### src/mems_pattern.mem
// scan pattern rom, one 18-bit entry per line, address 0 first
// bits 17:16 dac channel, bits 15:0 sample code
00000
10001
20002
30003
08004
18005
28006
38007
01008
05009
0900A
1200B
0D00C
0900D
0500E
1400F
01010
05011
09012
16013
0D014
09015
05016
18017
01018
05019
0901A
1A01B
27F1C
37F1D
2801E
3801F

### src/design/mems_scan_pkg.sv
package mems_scan_pkg;

  // frame and pattern widths
  localparam int dac_word_bits  = 24; // one spi frame to the dac
  localparam int rom_entry_bits = 18; // 2b channel + 16b sample
  localparam int scan_addr_bits = 16;

  // dac command field, bits 21:19 of the frame
  localparam logic [2:0] dac_cmd_write_update = 3'b011; // write input reg and update output
  localparam logic [2:0] dac_cmd_sw_reset     = 3'b101;
  localparam logic [2:0] dac_cmd_ref_setup    = 3'b111; // internal reference on/off

  // control bit values for the two setup commands
  localparam logic dac_reset_mode_por = 1'b1; // full reset, incl. power-down regs
  localparam logic dac_ref_internal   = 1'b1; // internal reference on

  // one dac frame, low 16 bits depend on the command
  typedef union packed {
    struct packed {
      logic [1:0]  pad;   // don't care on the wire
      logic [2:0]  cmd;
      logic [2:0]  addr;  // channel a..d
      logic [15:0] value; // dac code
    } chan;
    struct packed {
      logic [1:0]  pad;
      logic [2:0]  cmd;
      logic [2:0]  addr;  // ignored by the dac for setup cmds
      logic [14:0] rsvd;
      logic        ctl;   // reset mode or ref enable
    } ctrl;
  } dac_word_u;

endpackage

### src/design/scan_ctrl_if.sv
`timescale 1ns/100ps

interface scan_ctrl_if;
  import mems_scan_pkg::*;

  logic                      clear;     // reload scan_first
  logic                      step;      // advance one command
  logic [scan_addr_bits-1:0] addr;      // current scan address
  logic                      line_end;  // addr closes a line
  logic                      frame_end; // addr closes a frame

  // fsm only drives the handshake, it never needs addr itself
  modport fsm (
    output clear, step,
    input  line_end, frame_end
  );

  modport counter (
    input  clear, step,
    output addr, line_end, frame_end
  );

endinterface

### src/design/dac_spi_master.sv
`timescale 1ns/100ps

module dac_spi_master #(
  parameter int spi_clk_div = 2 // clk cycles per sclk half period
) (
  input  logic                     clk,
  input  logic                     mems_soft_reset,
  input  logic                     start,
  input  mems_scan_pkg::dac_word_u word,
  output logic                     busy,
  output logic                     sclk,
  output logic                     mosi,
  output logic                     cs_n
);
  import mems_scan_pkg::*;

  localparam int div_w = (spi_clk_div > 1) ? $clog2(spi_clk_div) : 1;
  localparam int bit_w = $clog2(dac_word_bits);

  logic [dac_word_bits-2:0] shift_q;   // bits still to send, msb already on mosi
  logic [div_w-1:0]         div_cnt;
  logic [bit_w-1:0]         bit_cnt;   // falling edges seen
  logic                     tail;      // sclk finished, closing cs
  logic                     half_done;

  assign half_done = (div_cnt == div_w'(spi_clk_div - 1));

  always_ff @(posedge clk) begin
    if (start && !busy) shift_q <= word[dac_word_bits-2:0];
    else if (busy && !tail && half_done && sclk)
      shift_q <= {shift_q[dac_word_bits-3:0], 1'b0}; // next bit on falling edge
  end

  always_ff @(posedge clk) begin
    if (mems_soft_reset) begin
      busy    <= 1'b0;
      cs_n    <= 1'b1;
      sclk    <= 1'b0;
      mosi    <= 1'b0;
      div_cnt <= '0;
      bit_cnt <= '0;
      tail    <= 1'b0;
    end else if (!busy) begin
      if (start) begin
        busy    <= 1'b1;
        cs_n    <= 1'b0;                   // cs falls the cycle after start
        mosi    <= word[dac_word_bits-1];  // msb set up before first rise
        div_cnt <= '0;
        bit_cnt <= '0;
      end
    end else if (tail) begin
      // one hold cycle with cs low, then cs high for one cycle under busy
      if (!cs_n) begin
        cs_n <= 1'b1;
      end else begin
        busy <= 1'b0;
        tail <= 1'b0;
      end
    end else if (half_done) begin
      div_cnt <= '0;
      sclk    <= ~sclk;
      if (sclk) begin // falling edge
        if (bit_cnt == bit_w'(dac_word_bits - 1)) begin
          tail <= 1'b1; // 24th bit done
          mosi <= 1'b0;
        end else begin
          bit_cnt <= bit_cnt + 1'b1;
          mosi    <= shift_q[dac_word_bits-2];
        end
      end
    end else begin
      div_cnt <= div_cnt + 1'b1;
    end
  end

endmodule

### src/design/mems_pattern_rom.sv
`timescale 1ns/100ps

module mems_pattern_rom (
  input  logic                                     clk,
  input  logic [mems_scan_pkg::scan_addr_bits-1:0] addr,
  output logic [mems_scan_pkg::rom_entry_bits-1:0] entry
);
  import mems_scan_pkg::*;

  localparam int depth = 32;

  logic [rom_entry_bits-1:0] mem [0:depth-1]; // {channel, sample}

  // pattern is fixed at build time
  initial begin
    $readmemh("/design/src/mems_pattern.mem", mem);
  end

  // registered read, one cycle behind addr
  always_ff @(posedge clk) begin
    entry <= mem[addr[4:0]]; // only low 5 bits index 32 entries
  end

endmodule

### src/design/mems_scan_fsm.sv
`timescale 1ns/100ps

module mems_scan_fsm (
  input  logic                                     clk,
  input  logic                                     mems_soft_reset,
  input  logic                                     pause,
  scan_ctrl_if.fsm                                 ctrl,
  input  logic [mems_scan_pkg::rom_entry_bits-1:0] rom_entry,
  input  logic                                     spi_busy,
  output logic                                     spi_start,
  output mems_scan_pkg::dac_word_u                 spi_word,
  output logic                                     mark_line,
  output logic                                     mark_frame
);
  import mems_scan_pkg::*;

  localparam logic [1:0] st_idle       = 2'd0;
  localparam logic [1:0] st_sw_reset   = 2'd1; // reset cmd in flight
  localparam logic [1:0] st_vref_setup = 2'd2; // ref cmd in flight
  localparam logic [1:0] st_scan       = 2'd3;

  logic [1:0] state;
  logic       issue_ok; // master idle and no start last cycle

  assign issue_ok = !spi_busy && !spi_start;

  assign ctrl.clear = (state == st_idle);                      // park counter at scan_first
  assign ctrl.step  = (state == st_scan) && issue_ok && !pause; // pause holds between frames

  // marks go out with the step, flags latch on the same edge
  assign mark_line  = ctrl.step && ctrl.line_end;
  assign mark_frame = ctrl.step && ctrl.frame_end;

  always_ff @(posedge clk) begin
    if (mems_soft_reset) begin
      state     <= st_idle;
      spi_start <= 1'b0;
    end else begin
      spi_start <= 1'b0; // single cycle pulse
      case (state)
        st_idle: begin
          spi_start <= 1'b1; // first cycle out of reset
          state     <= st_sw_reset;
        end
        st_sw_reset: begin
          if (issue_ok) begin
            spi_start <= 1'b1;
            state     <= st_vref_setup;
          end
        end
        st_vref_setup: begin
          if (issue_ok) state <= st_scan; // ref frame done
        end
        default: begin
          if (ctrl.step) spi_start <= 1'b1;
        end
      endcase
    end
  end

  // command word, held until the master latches it
  always_ff @(posedge clk) begin
    if (state == st_idle) begin
      spi_word.ctrl <= '{pad: 2'b00, cmd: dac_cmd_sw_reset, addr: 3'b000,
                         rsvd: '0, ctl: dac_reset_mode_por};
    end else if (state == st_sw_reset && issue_ok) begin
      spi_word.ctrl <= '{pad: 2'b00, cmd: dac_cmd_ref_setup, addr: 3'b000,
                         rsvd: '0, ctl: dac_ref_internal};
    end else if (ctrl.step) begin
      // rom entry already reflects the current addr
      spi_word.chan <= '{pad: 2'b00, cmd: dac_cmd_write_update,
                         addr: {1'b0, rom_entry[17:16]}, value: rom_entry[15:0]};
    end
  end

  // back to back frames never overlap in the master
  assert property (@(posedge clk) disable iff (mems_soft_reset)
    spi_start |-> !spi_busy);

  // each step launches a channel write, never a setup word
  assert property (@(posedge clk) disable iff (mems_soft_reset)
    ctrl.step |=> spi_start && (spi_word.chan.cmd == dac_cmd_write_update));

endmodule

### src/design/mems_scan_top.sv
`timescale 1ns/100ps

module mems_scan_top #(
  parameter logic [mems_scan_pkg::scan_addr_bits-1:0] scan_first      = 16'd8,
  parameter logic [mems_scan_pkg::scan_addr_bits-1:0] scan_last       = 16'd31,
  parameter int                                       line_len        = 4,
  parameter int                                       lines_per_frame = 3,
  parameter int                                       spi_clk_div     = 2
) (
  input  logic clk,
  input  logic mems_soft_reset,
  input  logic pause,
  input  logic new_line_fifo_done,
  input  logic new_frame_fifo_done,
  output logic spi_sclk,
  output logic spi_mosi,
  output logic spi_cs_n,
  output logic new_line,
  output logic new_frame
);
  import mems_scan_pkg::*;

  logic [rom_entry_bits-1:0] rom_entry;
  logic                      spi_start;
  logic                      spi_busy;
  dac_word_u                 spi_word;
  logic                      mark_line;
  logic                      mark_frame;

  scan_ctrl_if u_scan_ctrl_if ();

  mems_scan_fsm u_mems_scan_fsm (
    .clk             (clk),
    .mems_soft_reset (mems_soft_reset),
    .pause           (pause),
    .ctrl            (u_scan_ctrl_if.fsm),
    .rom_entry       (rom_entry),
    .spi_busy        (spi_busy),
    .spi_start       (spi_start),
    .spi_word        (spi_word),
    .mark_line       (mark_line),
    .mark_frame      (mark_frame)
  );

  scan_addr_counter #(
    .scan_first      (scan_first),
    .scan_last       (scan_last),
    .line_len        (line_len),
    .lines_per_frame (lines_per_frame)
  ) u_scan_addr_counter (
    .clk             (clk),
    .mems_soft_reset (mems_soft_reset),
    .ctrl            (u_scan_ctrl_if.counter)
  );

  mems_pattern_rom u_mems_pattern_rom (
    .clk   (clk),
    .addr  (u_scan_ctrl_if.addr), // rom follows the counter directly
    .entry (rom_entry)
  );

  dac_spi_master #(
    .spi_clk_div (spi_clk_div)
  ) u_dac_spi_master (
    .clk             (clk),
    .mems_soft_reset (mems_soft_reset),
    .start           (spi_start),
    .word            (spi_word),
    .busy            (spi_busy),
    .sclk            (spi_sclk),
    .mosi            (spi_mosi),
    .cs_n            (spi_cs_n)
  );

  scan_marker_flags u_scan_marker_flags (
    .clk             (clk),
    .mems_soft_reset (mems_soft_reset),
    .mark_line       (mark_line),
    .mark_frame      (mark_frame),
    .line_done       (new_line_fifo_done),
    .frame_done      (new_frame_fifo_done),
    .new_line        (new_line),
    .new_frame       (new_frame)
  );

endmodule

### src/design/scan_addr_counter.sv
`timescale 1ns/100ps

module scan_addr_counter #(
  parameter logic [mems_scan_pkg::scan_addr_bits-1:0] scan_first      = 16'd8,
  parameter logic [mems_scan_pkg::scan_addr_bits-1:0] scan_last       = 16'd31,
  parameter int                                       line_len        = 4,
  parameter int                                       lines_per_frame = 3
) (
  input  logic         clk,
  input  logic         mems_soft_reset,
  scan_ctrl_if.counter ctrl
);
  import mems_scan_pkg::*;

  localparam int pos_w  = (line_len > 1) ? $clog2(line_len) : 1;
  localparam int line_w = (lines_per_frame > 1) ? $clog2(lines_per_frame) : 1;

  logic [scan_addr_bits-1:0] addr;
  logic [pos_w-1:0]          pos;      // sample within line
  logic [line_w-1:0]         line_idx; // line within frame

  assign ctrl.addr      = addr;
  assign ctrl.line_end  = (pos == pos_w'(line_len - 1));
  assign ctrl.frame_end = ctrl.line_end && (line_idx == line_w'(lines_per_frame - 1));

  always_ff @(posedge clk) begin
    if (mems_soft_reset || ctrl.clear) begin
      addr     <= scan_first;
      pos      <= '0;
      line_idx <= '0;
    end else if (ctrl.step) begin
      if (addr == scan_last) begin
        // wrap restarts line and frame tracking too
        addr     <= scan_first;
        pos      <= '0;
        line_idx <= '0;
      end else begin
        addr <= addr + 1'b1;
        if (ctrl.line_end) begin
          pos <= '0;
          if (ctrl.frame_end) line_idx <= '0; // next frame
          else line_idx <= line_idx + 1'b1;
        end else begin
          pos <= pos + 1'b1;
        end
      end
    end
  end

  // rom index never leaves the scan window, across wrap and clear
  assert property (@(posedge clk) disable iff (mems_soft_reset)
    (addr >= scan_first) && (addr <= scan_last));

endmodule

### src/design/scan_marker_flags.sv
`timescale 1ns/100ps

module scan_marker_flags (
  input  logic clk,
  input  logic mems_soft_reset,
  input  logic mark_line,
  input  logic mark_frame,
  input  logic line_done,  // pixel fifo took the line
  input  logic frame_done, // pixel fifo took the frame
  output logic new_line,
  output logic new_frame
);

  // sticky, set beats a same cycle clear
  always_ff @(posedge clk) begin
    if (mems_soft_reset) begin
      new_line  <= 1'b0;
      new_frame <= 1'b0;
    end else begin
      if (mark_line) new_line <= 1'b1;
      else if (line_done) new_line <= 1'b0;

      if (mark_frame) new_frame <= 1'b1;
      else if (frame_done) new_frame <= 1'b0;
    end
  end

  // frame end is always also a line end in the counter
  assert property (@(posedge clk) disable iff (mems_soft_reset)
    $rose(new_frame) |-> new_line);

endmodule

### config.mk
export PLATFORM = sky130hd
export DESIGN_NAME = mems_scan_top
export DESIGN_NICKNAME = d
export VERILOG_FILES = /design/src/design/mems_scan_pkg.sv /design/src/design/scan_ctrl_if.sv /design/src/design/dac_spi_master.sv /design/src/design/mems_pattern_rom.sv /design/src/design/mems_scan_fsm.sv /design/src/design/mems_scan_top.sv /design/src/design/scan_addr_counter.sv /design/src/design/scan_marker_flags.sv
export SDC_FILE = /design/constraint.sdc
export NUM_CORES = 1
export LEC_CHECK = 0
export BUFFER_PORTS_ARGS = -buffer_cell sky130_fd_sc_hd__buf_2
export CAP_MARGIN = 40
export CORE_AREA = 8 8 76 78
export CTS_BUF_LIST = sky130_fd_sc_hd__clkbuf_2
export DETAILED_ROUTE_END_ITERATION = 8
export DIE_AREA = 0 0 84 86
export PLACE_DENSITY = 0.86
export SYNTH_ARGS = -nofsm -noshare
export SYNTH_HDL_FRONTEND = slang
export SYNTH_SLANG_ARGS = --single-unit
### constraint.sdc
create_clock -name clk -period 3.3 [get_ports clk]
set_clock_uncertainty 0.1 [all_clocks]
set_input_delay 0 -clock clk [delete_from_list [all_inputs] [get_ports clk]]
set_output_delay 0 -clock clk [all_outputs]
set_load 0.005 [all_outputs]
==> impl_metrics.py, run 1 <==
metrics = {
    "cts": {
        "clock_latency_ns": 0.47,
        "cts_tree": "built",
        "post-cts-setup-buffers": 0,
        "numCtsBuffers": 9,
        "htree_levels": 3,
        "path_clk_slew_ns": 0.16,
        "root_buffer": "clkbuf_2",
        "clock_sinks": 61,
        "cts.path.max_buffers": 2,
        "ctsResizeCount": 0,
    },
    "placed_design": {
        "gp_congestion": 0.786,
        "hpwl_um": 2920,
        "port-buffer-count": 9,
    },
    "synth": {
        "async_flop_share_pct": 0,
        "synth_cell_types": 46,
        "syn_avg_cell_area_um2": 10.5,
        "synth.area.mux_share_pct": 1.17,
        "syn-instance-count": 255,
        "synth_top_family_by_area": "simple AND/OR/NAND/NOR gates",
        "synthFlopType": "dfxtp_1",
        "yosys.area_share.simple_pct": 23.5,
        "synth_compound_area_share_pct": 9.52,
        "synth_fa_ha_area_share_pct": 4.20,
        "ys_ff_latch": 61,
        "netlist_area_um2": 2680,
        "yosysWarningCount": 0,
        "synthXorXnorAreaFrac_pct": 4.25,
        "synth_fp_nets": 269,
        "ys_seq_area_share_pct": 54.1,
        "synth-edff-count": 23,
    },
    "timing": {
        "worst_pin_slew_ns": 0.712,
        "period_minus_slack_ns": 2.37,
        "fmax_mhz": 422,
        "fin_hold_ws_ns": 0.331,
        "hold_viol": 0,
        "max-slew-margin-rel_pct": 52.5,
        "slew_violations": 0,
        "rsz0062_at_grt": "false",
        "fin_crit_sh_pct": 71.9,
        "setup_tns_ns": 0,
        "finalSetupViolCount": 0,
    },
    "worst_setup_path": {
        "worstReg2RegEnd": "u_dac_spi_master.bit_cnt[4]",
        "r2r_cells": 5,
        "arrival_ns": 2.61,
        "r2r_start": "u_dac_spi_master.busy",
        "startpoint": "u_dac_spi_master.busy",
        "end_kind": "register",
        "crit_end": "u_dac_spi_master.bit_cnt[4]",
        "cp-start-kind": "register",
        "slowest_delay_ns": 0.67,
        "worstPathRequired_ns": 3.54,
        "slowest_stage": "dfxtp_1",
        "r2r_slack_ns": 0.93,
        "critical_path_class": "reg2reg",
        "crit_path_cell_trace": "nand3_1 -> o21ai_2 -> buf_4 -> mux2i_1 -> a21oi_1",
        "cp_max_fo": 18,
    },
    "global_routing": {
        "overflow": 0,
        "antenna_found_initial": 0,
        "grt_start_max_net_pins": 25,
        "grt_use_total_pct": 14.4,
        "grt_pass1_vias": 1894,
        "grt_pass1_wl_um": 8320,
    },
    "layout": {
        "fin_nets": 287,
        "seqCellArea_um2": 1450,
        "syn_to_final_growth_pct": 8.87,
        "num_antenna_cells": 0,
        "layout-drive-gt1-share_pct": 14.4,
        "multi_input_area_um2": 1150,
        "fillers": 343,
    },
    "drt": {
        "vias": 1891,
        "antenna_left": 0,
        "drtIter0Drc": 97,
        "routedWlPerCell_um": 14.0,
        "viasPerCell": 5.70,
        "route.detailed.drc": 0,
        "dr.pass1.iters": 4,
        "finalWirelength_um": 4650,
    },
    "pwr": {
        "p_per_area_nw_per_um2": 659,
        "p_leak_uw": 0.00102,
        "vdd_ir_drop_max_mv": 0.438,
    },
    "floorplan": {
        "die_y_um": 86,
        "die_w_um": 84,
        "dieArea_um2": 7220,
        "start_util_pct": 58.3,
        "num_rows": 25,
        "ios": 10,
        "core_area_um2": 4600,
    },
    "worst_hold_path": {
        "min_path_type": "in2reg",
    },
    "job": {
        "max-cap-violations": 0,
    },
    "status": {
        "status": "complete, no violations",
    },
}
-- sequential cells by signal, indices dropped and copies added, names as in the netlist, 2 cells and up --
register / cells
u_dac_spi_master.shift_q: 23
u_scan_addr_counter.ctrl.addr: 16
u_mems_scan_fsm.state: 2
u_mems_scan_fsm.spi_word: 2
u_scan_addr_counter.pos: 2
u_dac_spi_master.bit_cnt: 5
u_scan_addr_counter.line_idx: 2
-- worst min path at each step --
stage,from,endpoint,depth (start not counted)
floorplan,new_frame_fifo_done,u_scan_marker_flags.new_frame,2
global placement,new_frame_fifo_done,u_scan_marker_flags.new_frame,3
detailed placement,new_frame_fifo_done,u_scan_marker_flags.new_frame,3
CTS,mems_soft_reset,u_dac_spi_master.mosi,3
global route,mems_soft_reset,u_dac_spi_master.mosi,3
finish,mems_soft_reset,u_dac_spi_master.mosi,3
-- critical path, delay by kind of cell (launching register included) --
| family | cells | cell delay (ns) |
|---|---|---|
| AO/OA/AOI/OAI | 2 | 0.70 |
| flip-flops | 1 | 0.67 |
| multiplexers | 1 | 0.21 |
| buffers and inverters | 1 | 0.35 |
| AND/OR/NAND/NOR | 1 | 0.22 |
-- cell usage in the layout, fill, tap and decap left out, drive strengths merged, types with 4 or more instances in the layout --
master | Yosys | final
nor4 | 8 | 8
nor2 | 22 | 22
nand4 | 4 | 4
dlygate4sd3 | 0 | 6
nand2b | 4 | 4
a311oi | 4 | 4
nand3 | 9 | 9
a21oi | 16 | 16
clkbuf | 7 | 13
a211oi | 4 | 4
o21ai | 5 | 5
nor3 | 8 | 8
and2 | 19 | 19
nand2 | 22 | 22
ha | 9 | 9
xnor2 | 11 | 11
buf | 4 | 12
dfxtp | 38 | 38
inv | 6 | 7
edfxtp | 23 | 23
-- power breakdown --
| group | switching, uW | internal [uW] |
|---|---|---|
| Combinational | 260 | 169 |
| Sequential | 76.1 | 986 |
| Clock | 247 | 186 |
| Total | 583 | 1340 |
-- cells in the mapped netlist (3+ instances only) --
library cell	count	area share, %
a211oi_1	4	1.1
a21oi_1	16	3.0
a311oi_1	4	1.3
and2_1	19	4.4
buf_6	3	1.3
clkbuf_1	7	0.98
dfxtp_1	38	28
edfxtp_1	23	26
ha_1	9	4.2
inv_1	6	0.84
nand2_1	22	3.1
nand2b_1	4	0.93
nand3_1	9	1.7
nand4_1	4	0.93
nor2_1	18	2.5
nor2_2	4	0.93
nor3_1	7	1.3
nor4_1	8	1.9
o21ai_0	4	0.75
xnor2_1	11	3.6
-- logic make-up after synthesis --
group,after synthesis
xor gates and xnor gates,13
and+or+nand+nor,113
DFF,61
adders and majority gates,9
buffers and inverters,17
muxes,3
AOI/OAI and AO/OA,39
-- through the flow --
stage,utilization [%],cell area [um2],power (uW),worst slack [ns],instances
6_report,63.5,2920,1920,0.929,332
5_1_grt,63.5,2920,2050,0.669,332
4_1_cts,63.5,2920,1940,0.929,332
3_5_place_dp,59.9,2760,1500,0.925,310
3_3_place_gp,59.8,2750,1480,0.995,309
2_1_floorplan,-,2680,1400,0.815,255
-- cell type report --
cell class,count,area share (%)
Clock inverter,3,1.33
Tap cell,54,2.31
Inverter,6,0.772
Clock buffer,13,2.23
Multi-Input combinational cell,177,39.3
Sequential cell,61,49.7
Timing Repair Buffer,18,4.37
-- layer usage --
| layer | vias to the layer above | share of wire (%) | GRT usage [%] |
|---|---|---|---|
| li1 | 954 | - | - |
| met1 | 882 | 45 | 15.4 |
| met2 | 42 | 48 | 23.2 |
| met3 | 13 | 4.0 | 5.21 |
| met4 | 0 | 2.6 | 10.0 |
| met5 | - | 0 | 0 |
-- timing repair --
action,in CTS,in global routing
hold endpoints to repair,28,0
hold buffers,6,0
setup endpoints to repair,0,0
Note: power is estimated with default switching activity, not from simulation.
==> run 2: changes to the inputs <==
==> constraint.sdc (replaced) <==
create_clock -name clk -period 2.3 [get_ports clk]
set_clock_uncertainty 0.1 [all_clocks]
set_input_delay 0 -clock clk [delete_from_list [all_inputs] [get_ports clk]]
set_output_delay 0 -clock clk [all_outputs]
set_load 0.005 [all_outputs]
==> impl_metrics.py, run 2 (same netlist as run 1, synthesis figures left out) <==
metrics = {
    "worst_setup_path": {
        "cp_max_fo": 20,
        "arrival_ns": 2.43,
        "worstReg2RegEnd": "u_scan_addr_counter.ctrl.addr[15]",
        "worstPathRequired_ns": 2.63,
        "cp-start-kind": "register",
        "r2r_start": "u_mems_scan_fsm.state[0]",
        "r2r_cells": 5,
        "r2r_slack_ns": 0.20,
        "critical_path_class": "reg2reg",
        "end_kind": "register",
    },
    "layout": {
        "fillers": 344,
        "fin_nets": 291,
        "layout_commonest_cell": "dfxtp_1",
        "top_register": "u_dac_spi_master.shift_q",
        "largest_reg_flops": 23,
        "num_antenna_cells": 0,
        "layout-drive-gt1-share_pct": 15.2,
        "reg.largest.list": "u_dac_spi_master.shift_q x23, u_scan_addr_counter.ctrl.addr x16, u_dac_spi_master.bit_cnt x5",
        "final_cells": 336,
        "syn_to_final_growth_pct": 10.9,
        "layout_common_cells": "dfxtp_1 (38), edfxtp_1 (23), nand2_1 (22)",
        "multi_input_area_um2": 1150,
        "seqCellArea_um2": 1450,
    },
    "floorplan": {
        "start_util_pct": 58.3,
        "num_rows": 25,
        "die_y_um": 86,
        "dieArea_um2": 7220,
        "ios": 10,
        "die_w_um": 84,
        "core_area_um2": 4600,
    },
    "pwr": {
        "vdd_ir_drop_max_mv": 0.623,
        "p_leak_uw": 0.00105,
        "p_per_area_nw_per_um2": 973,
    },
    "placed_design": {
        "gp_congestion": 0.872,
        "hpwl_um": 3130,
        "place_ws_ns": 0.238,
        "port-buffer-count": 9,
        "dp_cells": 314,
    },
    "cts": {
        "clock_latency_ns": 0.48,
        "ctsResizeCount": 0,
        "cts.path.max_buffers": 2,
        "cts_tree": "built",
        "numCtsBuffers": 9,
        "htree_levels": 3,
        "clock_sinks": 61,
        "path_clk_slew_ns": 0.17,
        "root_buffer": "clkbuf_2",
    },
    "worst_hold_path": {
        "min_from": "mems_soft_reset",
        "worstHoldEndpoint": "u_dac_spi_master.div_cnt",
        "min_path_type": "in2reg",
        "whs_path_depth": 3,
    },
    "drt": {
        "viasPerCell": 5.69,
        "dr.pass1.iters": 4,
        "vias": 1911,
        "drtIter0Drc": 116,
        "routedWlPerCell_um": 14.6,
        "route.detailed.drc": 0,
        "antenna_left": 0,
        "finalWirelength_um": 4890,
    },
    "timing": {
        "max-slew-margin-rel_pct": 66.3,
        "fmax_mhz": 476,
        "finalSetupViolCount": 0,
        "slew_violations": 0,
        "worst_pin_slew_ns": 0.500,
        "setup_tns_ns": 0,
        "hold_viol": 0,
        "fin_crit_sh_pct": 91.4,
        "rsz0062_at_grt": "false",
        "period_minus_slack_ns": 2.10,
        "fin_ws_ns": 0.198,
    },
    "status": {
        "status": "complete, no violations",
    },
    "global_routing": {
        "grt_use_total_pct": 14.6,
        "grt_start_max_net_pins": 24,
        "grt_pass1_vias": 1953,
        "antenna_found_initial": 0,
        "overflow": 0,
        "grt_pass1_wl_um": 8470,
    },
    "job": {
        "max-cap-violations": 0,
    },
}
==> run 2: changes by cell type in the layout (fill, tap and decap cells not counted) <==
| cell | previous run | this run |
|---|---|---|
| inv_2 | 1 | 0 |
| buf_4 | 3 | 7 |
| clkinv_2 | 1 | 3 |
| bufinv_16 | 1 | 2 |
| clkinv_1 | 0 | 1 |
| clkbuf_2 | 13 | 10 |
==> run 2: final cells by class <==
cell class,instances,share of cell area (%)
clock buffers,10,1.68
clock inverters,6,2.65
inverters,6,0.757
multi-input cells,177,38.5
flip-flops and latches,61,48.8
well taps,54,2.27
repair buffers,22,5.30
==> run 2: worst max path at each step <==
stage	to	cells past startpoint	slack, ns	from
floorplan	u_scan_addr_counter.ctrl.addr[13]	6	0.37	u_mems_scan_fsm.state[0]
global placement	u_scan_addr_counter.ctrl.addr[15]	5	0.28	u_mems_scan_fsm.state[0]
detailed placement	u_scan_addr_counter.ctrl.addr[10]	5	0.24	u_mems_scan_fsm.state[0]
CTS	u_scan_addr_counter.ctrl.addr[10]	5	0.20	u_mems_scan_fsm.state[0]
global route	u_scan_marker_flags.new_frame	6	0.05	u_mems_scan_fsm.state[0]
finish	u_scan_addr_counter.ctrl.addr[15]	5	0.20	u_mems_scan_fsm.state[0]
==> run 2: stage by stage <==
step	utilization [%]	total power, uW	area, um2	hold WS [ns]
2_1_floorplan	-	2000	2690	0.0774
3_3_place_gp	60.6	2150	2790	0.164
3_5_place_dp	60.6	2180	2790	0.176
4_1_cts	64.7	2930	2970	0.275
5_1_grt	64.7	3070	2970	0.328
6_report	64.7	2900	2970	0.333
==> run 2: what timing repair did <==
item                                    4_1_cts  5_1_grt
endpoints found under the setup margin        0        0
endpoints found under the hold margin        26        0
hold buffers                                  6        0
setup buffers                                 0        0
==> run 2: where the power goes <==
part	leakage, uW	internal, uW	switching (uW)	total [uW]
Combinational	0.000438	266	395	661
Clock	0.0000831	356	376	732
Sequential	0.000526	1410	88.0	1500
==> run 2: worst max-delay path: stages (launching register included) <==
cell and delay (ns):
dfxtp_1 0.46, ha_1 0.19, or4b_4 0.60, nor3_1 0.20
or3b_1 0.37, a21oi_1 0.14
==> run 2: routing by layer <==
metal  part of all wire, %  global-route usage [%]  vias up
li1                      -                       -      964
met1                    44                    15.6      903
met2                    51                    24.5       40
met3                   4.6                    6.35        4
met4                  0.78                    6.44        0
met5                     0                       0        -
==> run 3: changes to the inputs <==
--- a/config.mk
+++ b/config.mk
@@ -7,10 +7,10 @@
 export LEC_CHECK = 0
 export BUFFER_PORTS_ARGS = -buffer_cell sky130_fd_sc_hd__buf_2
 export CAP_MARGIN = 40
-export CORE_AREA = 8 8 76 78
+export CORE_AREA = 8 8 78 80
 export CTS_BUF_LIST = sky130_fd_sc_hd__clkbuf_2
 export DETAILED_ROUTE_END_ITERATION = 8
-export DIE_AREA = 0 0 84 86
+export DIE_AREA = 0 0 86 88
 export PLACE_DENSITY = 0.86
 export SYNTH_ARGS = -nofsm -noshare
 export SYNTH_HDL_FRONTEND = slang
==> constraint.sdc (replaced) <==
create_clock -name clk -period 1.85 [get_ports clk]
set_clock_uncertainty 0.1 [all_clocks]
set_input_delay 0 -clock clk [delete_from_list [all_inputs] [get_ports clk]]
set_output_delay 0 -clock clk [all_outputs]
set_load 0.005 [all_outputs]
==> impl_metrics.py, run 3 (same netlist as run 1, synthesis figures left out) <==
metrics = {
    "status": {
        "status": "complete, but fails checks",
        "violations": "negative setup slack",
    },
    "drt": {
        "viasPerCell": 5.38,
        "routedWlPerCell_um": 14.6,
        "drtIter0Drc": 193,
        "finalWirelength_um": 5400,
        "vias": 1992,
        "antenna_left": 0,
        "route.detailed.drc": 0,
        "dr.pass1.iters": 4,
    },
    "worst_hold_path": {
        "whs_path_depth": 4,
        "worstHoldEndpoint": "u_scan_marker_flags.new_line",
        "min_path_type": "in2reg",
        "min_from": "new_line_fifo_done",
    },
    "worst_setup_path": {
        "worstPathRequired_ns": 2.17,
        "cp_max_fo": 5,
        "crit_path_cell_trace": "ha_4 -> or4b_4 -> nor3_2 -> or3b_1 -> a21oi_1",
        "r2r_start": "u_mems_scan_fsm.state[0]",
        "critical_path_class": "reg2reg",
        "r2r_cells": 5,
        "end_kind": "register",
        "worstReg2RegEnd": "u_scan_addr_counter.ctrl.addr[15]",
        "slowest_delay_ns": 0.52,
        "r2r_slack_ns": -0.09,
        "slowest_stage": "or4b_4",
        "cp-start-kind": "register",
        "arrival_ns": 2.27,
    },
    "timing": {
        "rsz0062_at_grt": "true",
        "finalSetupViolCount": 6,
        "fin_ws_ns": -0.0926,
        "slew_violations": 0,
        "hold_viol": 0,
        "fin_crit_sh_pct": 105,
        "worst_pin_slew_ns": 0.526,
        "max-slew-margin-rel_pct": 64.9,
        "fmax_mhz": 515,
        "period_minus_slack_ns": 1.94,
    },
    "floorplan": {
        "ios": 10,
        "die_y_um": 88,
        "num_rows": 26,
        "die_w_um": 86,
        "start_util_pct": 54.6,
        "dieArea_um2": 7570,
        "core_area_um2": 4910,
    },
    "layout": {
        "final_core_util_pct": 67.3,
        "layout_commonest_cell": "dfxtp_1",
        "largest_reg_flops": 23,
        "fin_nets": 309,
        "top_register": "u_dac_spi_master.shift_q",
        "layout-drive-gt1-share_pct": 27.0,
        "syn_to_final_growth_pct": 23.4,
        "layout_common_cells": "dfxtp_1 (34), edfxtp_1 (23), nand2_1 (22), buf_4 (22), and2_1 (19)",
        "reg.largest.list": "u_dac_spi_master.shift_q x23, u_scan_addr_counter.ctrl.addr x16, u_dac_spi_master.bit_cnt x5",
        "num_antenna_cells": 0,
    },
    "global_routing": {
        "grt_use_total_pct": 14.6,
        "antenna_found_initial": 0,
        "grt_pass1_wl_um": 8690,
        "overflow": 0,
        "grt_start_max_net_pins": 24,
        "grt_pass1_vias": 1921,
    },
    "pwr": {
        "p_per_area_nw_per_um2": 1190,
        "vdd_ir_drop_max_mv": 0.640,
        "p_leak_uw": 0.00122,
    },
    "cts": {
        "htree_levels": 3,
        "root_buffer": "clkbuf_2",
        "clock_latency_ns": 0.49,
        "numCtsBuffers": 9,
        "path_clk_slew_ns": 0.17,
        "cts_tree": "built",
        "cts.path.max_buffers": 2,
        "clock_sinks": 61,
    },
    "placed_design": {
        "port-buffer-count": 9,
        "gp_congestion": 0.868,
        "hpwl_um": 3280,
        "place_ws_ns": -0.0151,
    },
    "job": {
        "max-cap-violations": 0,
    },
}
==> run 3: cell count changes in the layout (fill, tap and decap cells not counted), sizes merged <==
cell / before / now
buf: 16 / 35
clkinv: 4 / 2
dlygate4sd3: 6 / 4
bufinv: 2 / 3
clkbuf: 10 / 11
or4b: 1 / 2
==> run 3: report_power, final <==
group	switching, uW	internal [uW]	total (uW)	leakage (uW)
combinational	560	429	989	0.000594
clock	479	589	1070	0.0000936
sequential	104	1760	1870	0.000527
==> run 3: metal layers <==
metal  up-vias  track usage, %  wire length [um]
met5         -               0                 0
met4         0            7.64               116
met3        11            4.97               221
met2        30            23.5              2650
met1       953            17.0              2410
li1        998               -                 -
==> run 3: cell type report <==
cell class | count | area, um2
Fill cell | 364 | 1600
Inverter | 6 | 22.5
Multi-Input combinational cell | 178 | 1270
Sequential cell | 61 | 1460
Clock buffer | 11 | 55.1
Tap cell | 70 | 87.6
Timing Repair Buffer | 39 | 313
Clock inverter | 5 | 98.8
==> run 3: how the worst max path moves through the flow <==
| stage | from | endpoint | slack [ns] |
|---|---|---|---|
| floorplan | u_mems_scan_fsm.state[0] | u_scan_addr_counter.ctrl.addr[13] | 0.0003 |
| global placement | u_mems_scan_fsm.state[0] | u_scan_addr_counter.ctrl.addr[15] | 0.02 |
| detailed placement | u_mems_scan_fsm.state[0] | u_scan_addr_counter.ctrl.addr[15] | -0.02 |
| CTS | u_mems_scan_fsm.state[1] | u_scan_addr_counter.ctrl.addr[15] | -0.05 |
| global route | u_mems_scan_fsm.state[0] | u_scan_addr_counter.ctrl.addr[15] | -0.13 |
| finish | u_mems_scan_fsm.state[0] | u_scan_addr_counter.ctrl.addr[15] | -0.09 |
==> run 3: stage by stage <==
stage | TNS, ns | std cells | cell area, um2 | total power (uW) | hold slack (ns)
finish | -0.190 | 370 | 3310 | 3920 | 0.200
detailed placement | -0.0234 | 346 | 2960 | 2800 | 0.168
global placement | 0 | 346 | 2960 | 2780 | 0.164
CTS | -0.122 | 368 | 3220 | 3900 | 0.199
floorplan | 0 | 255 | 2710 | 2500 | 0.0774
global route | -0.660 | 370 | 3310 | 4130 | 0.215
==> run 3: timing repair <==
| item | in CTS | in global routing |
|---|---|---|
| buffers inserted | 1 | 2 |
| hold buffers | 4 | 0 |
| pin swaps | 0 | 2 |
| gates resized for setup | 6 | 17 |
| cloned | 1 | 0 |
| hold endpoints to repair | 29 | 0 |
| endpoints found under the setup margin | 10 | 22 |
==> run 3: critical path: cells and delay by family, from the launching register on <==
kind                       cells  cell delay, ns
and+or+nand+nor                3            1.07
DFF                            1            0.40
AOI/OAI and AO/OA              1            0.15
adders and majority gates      1            0.15
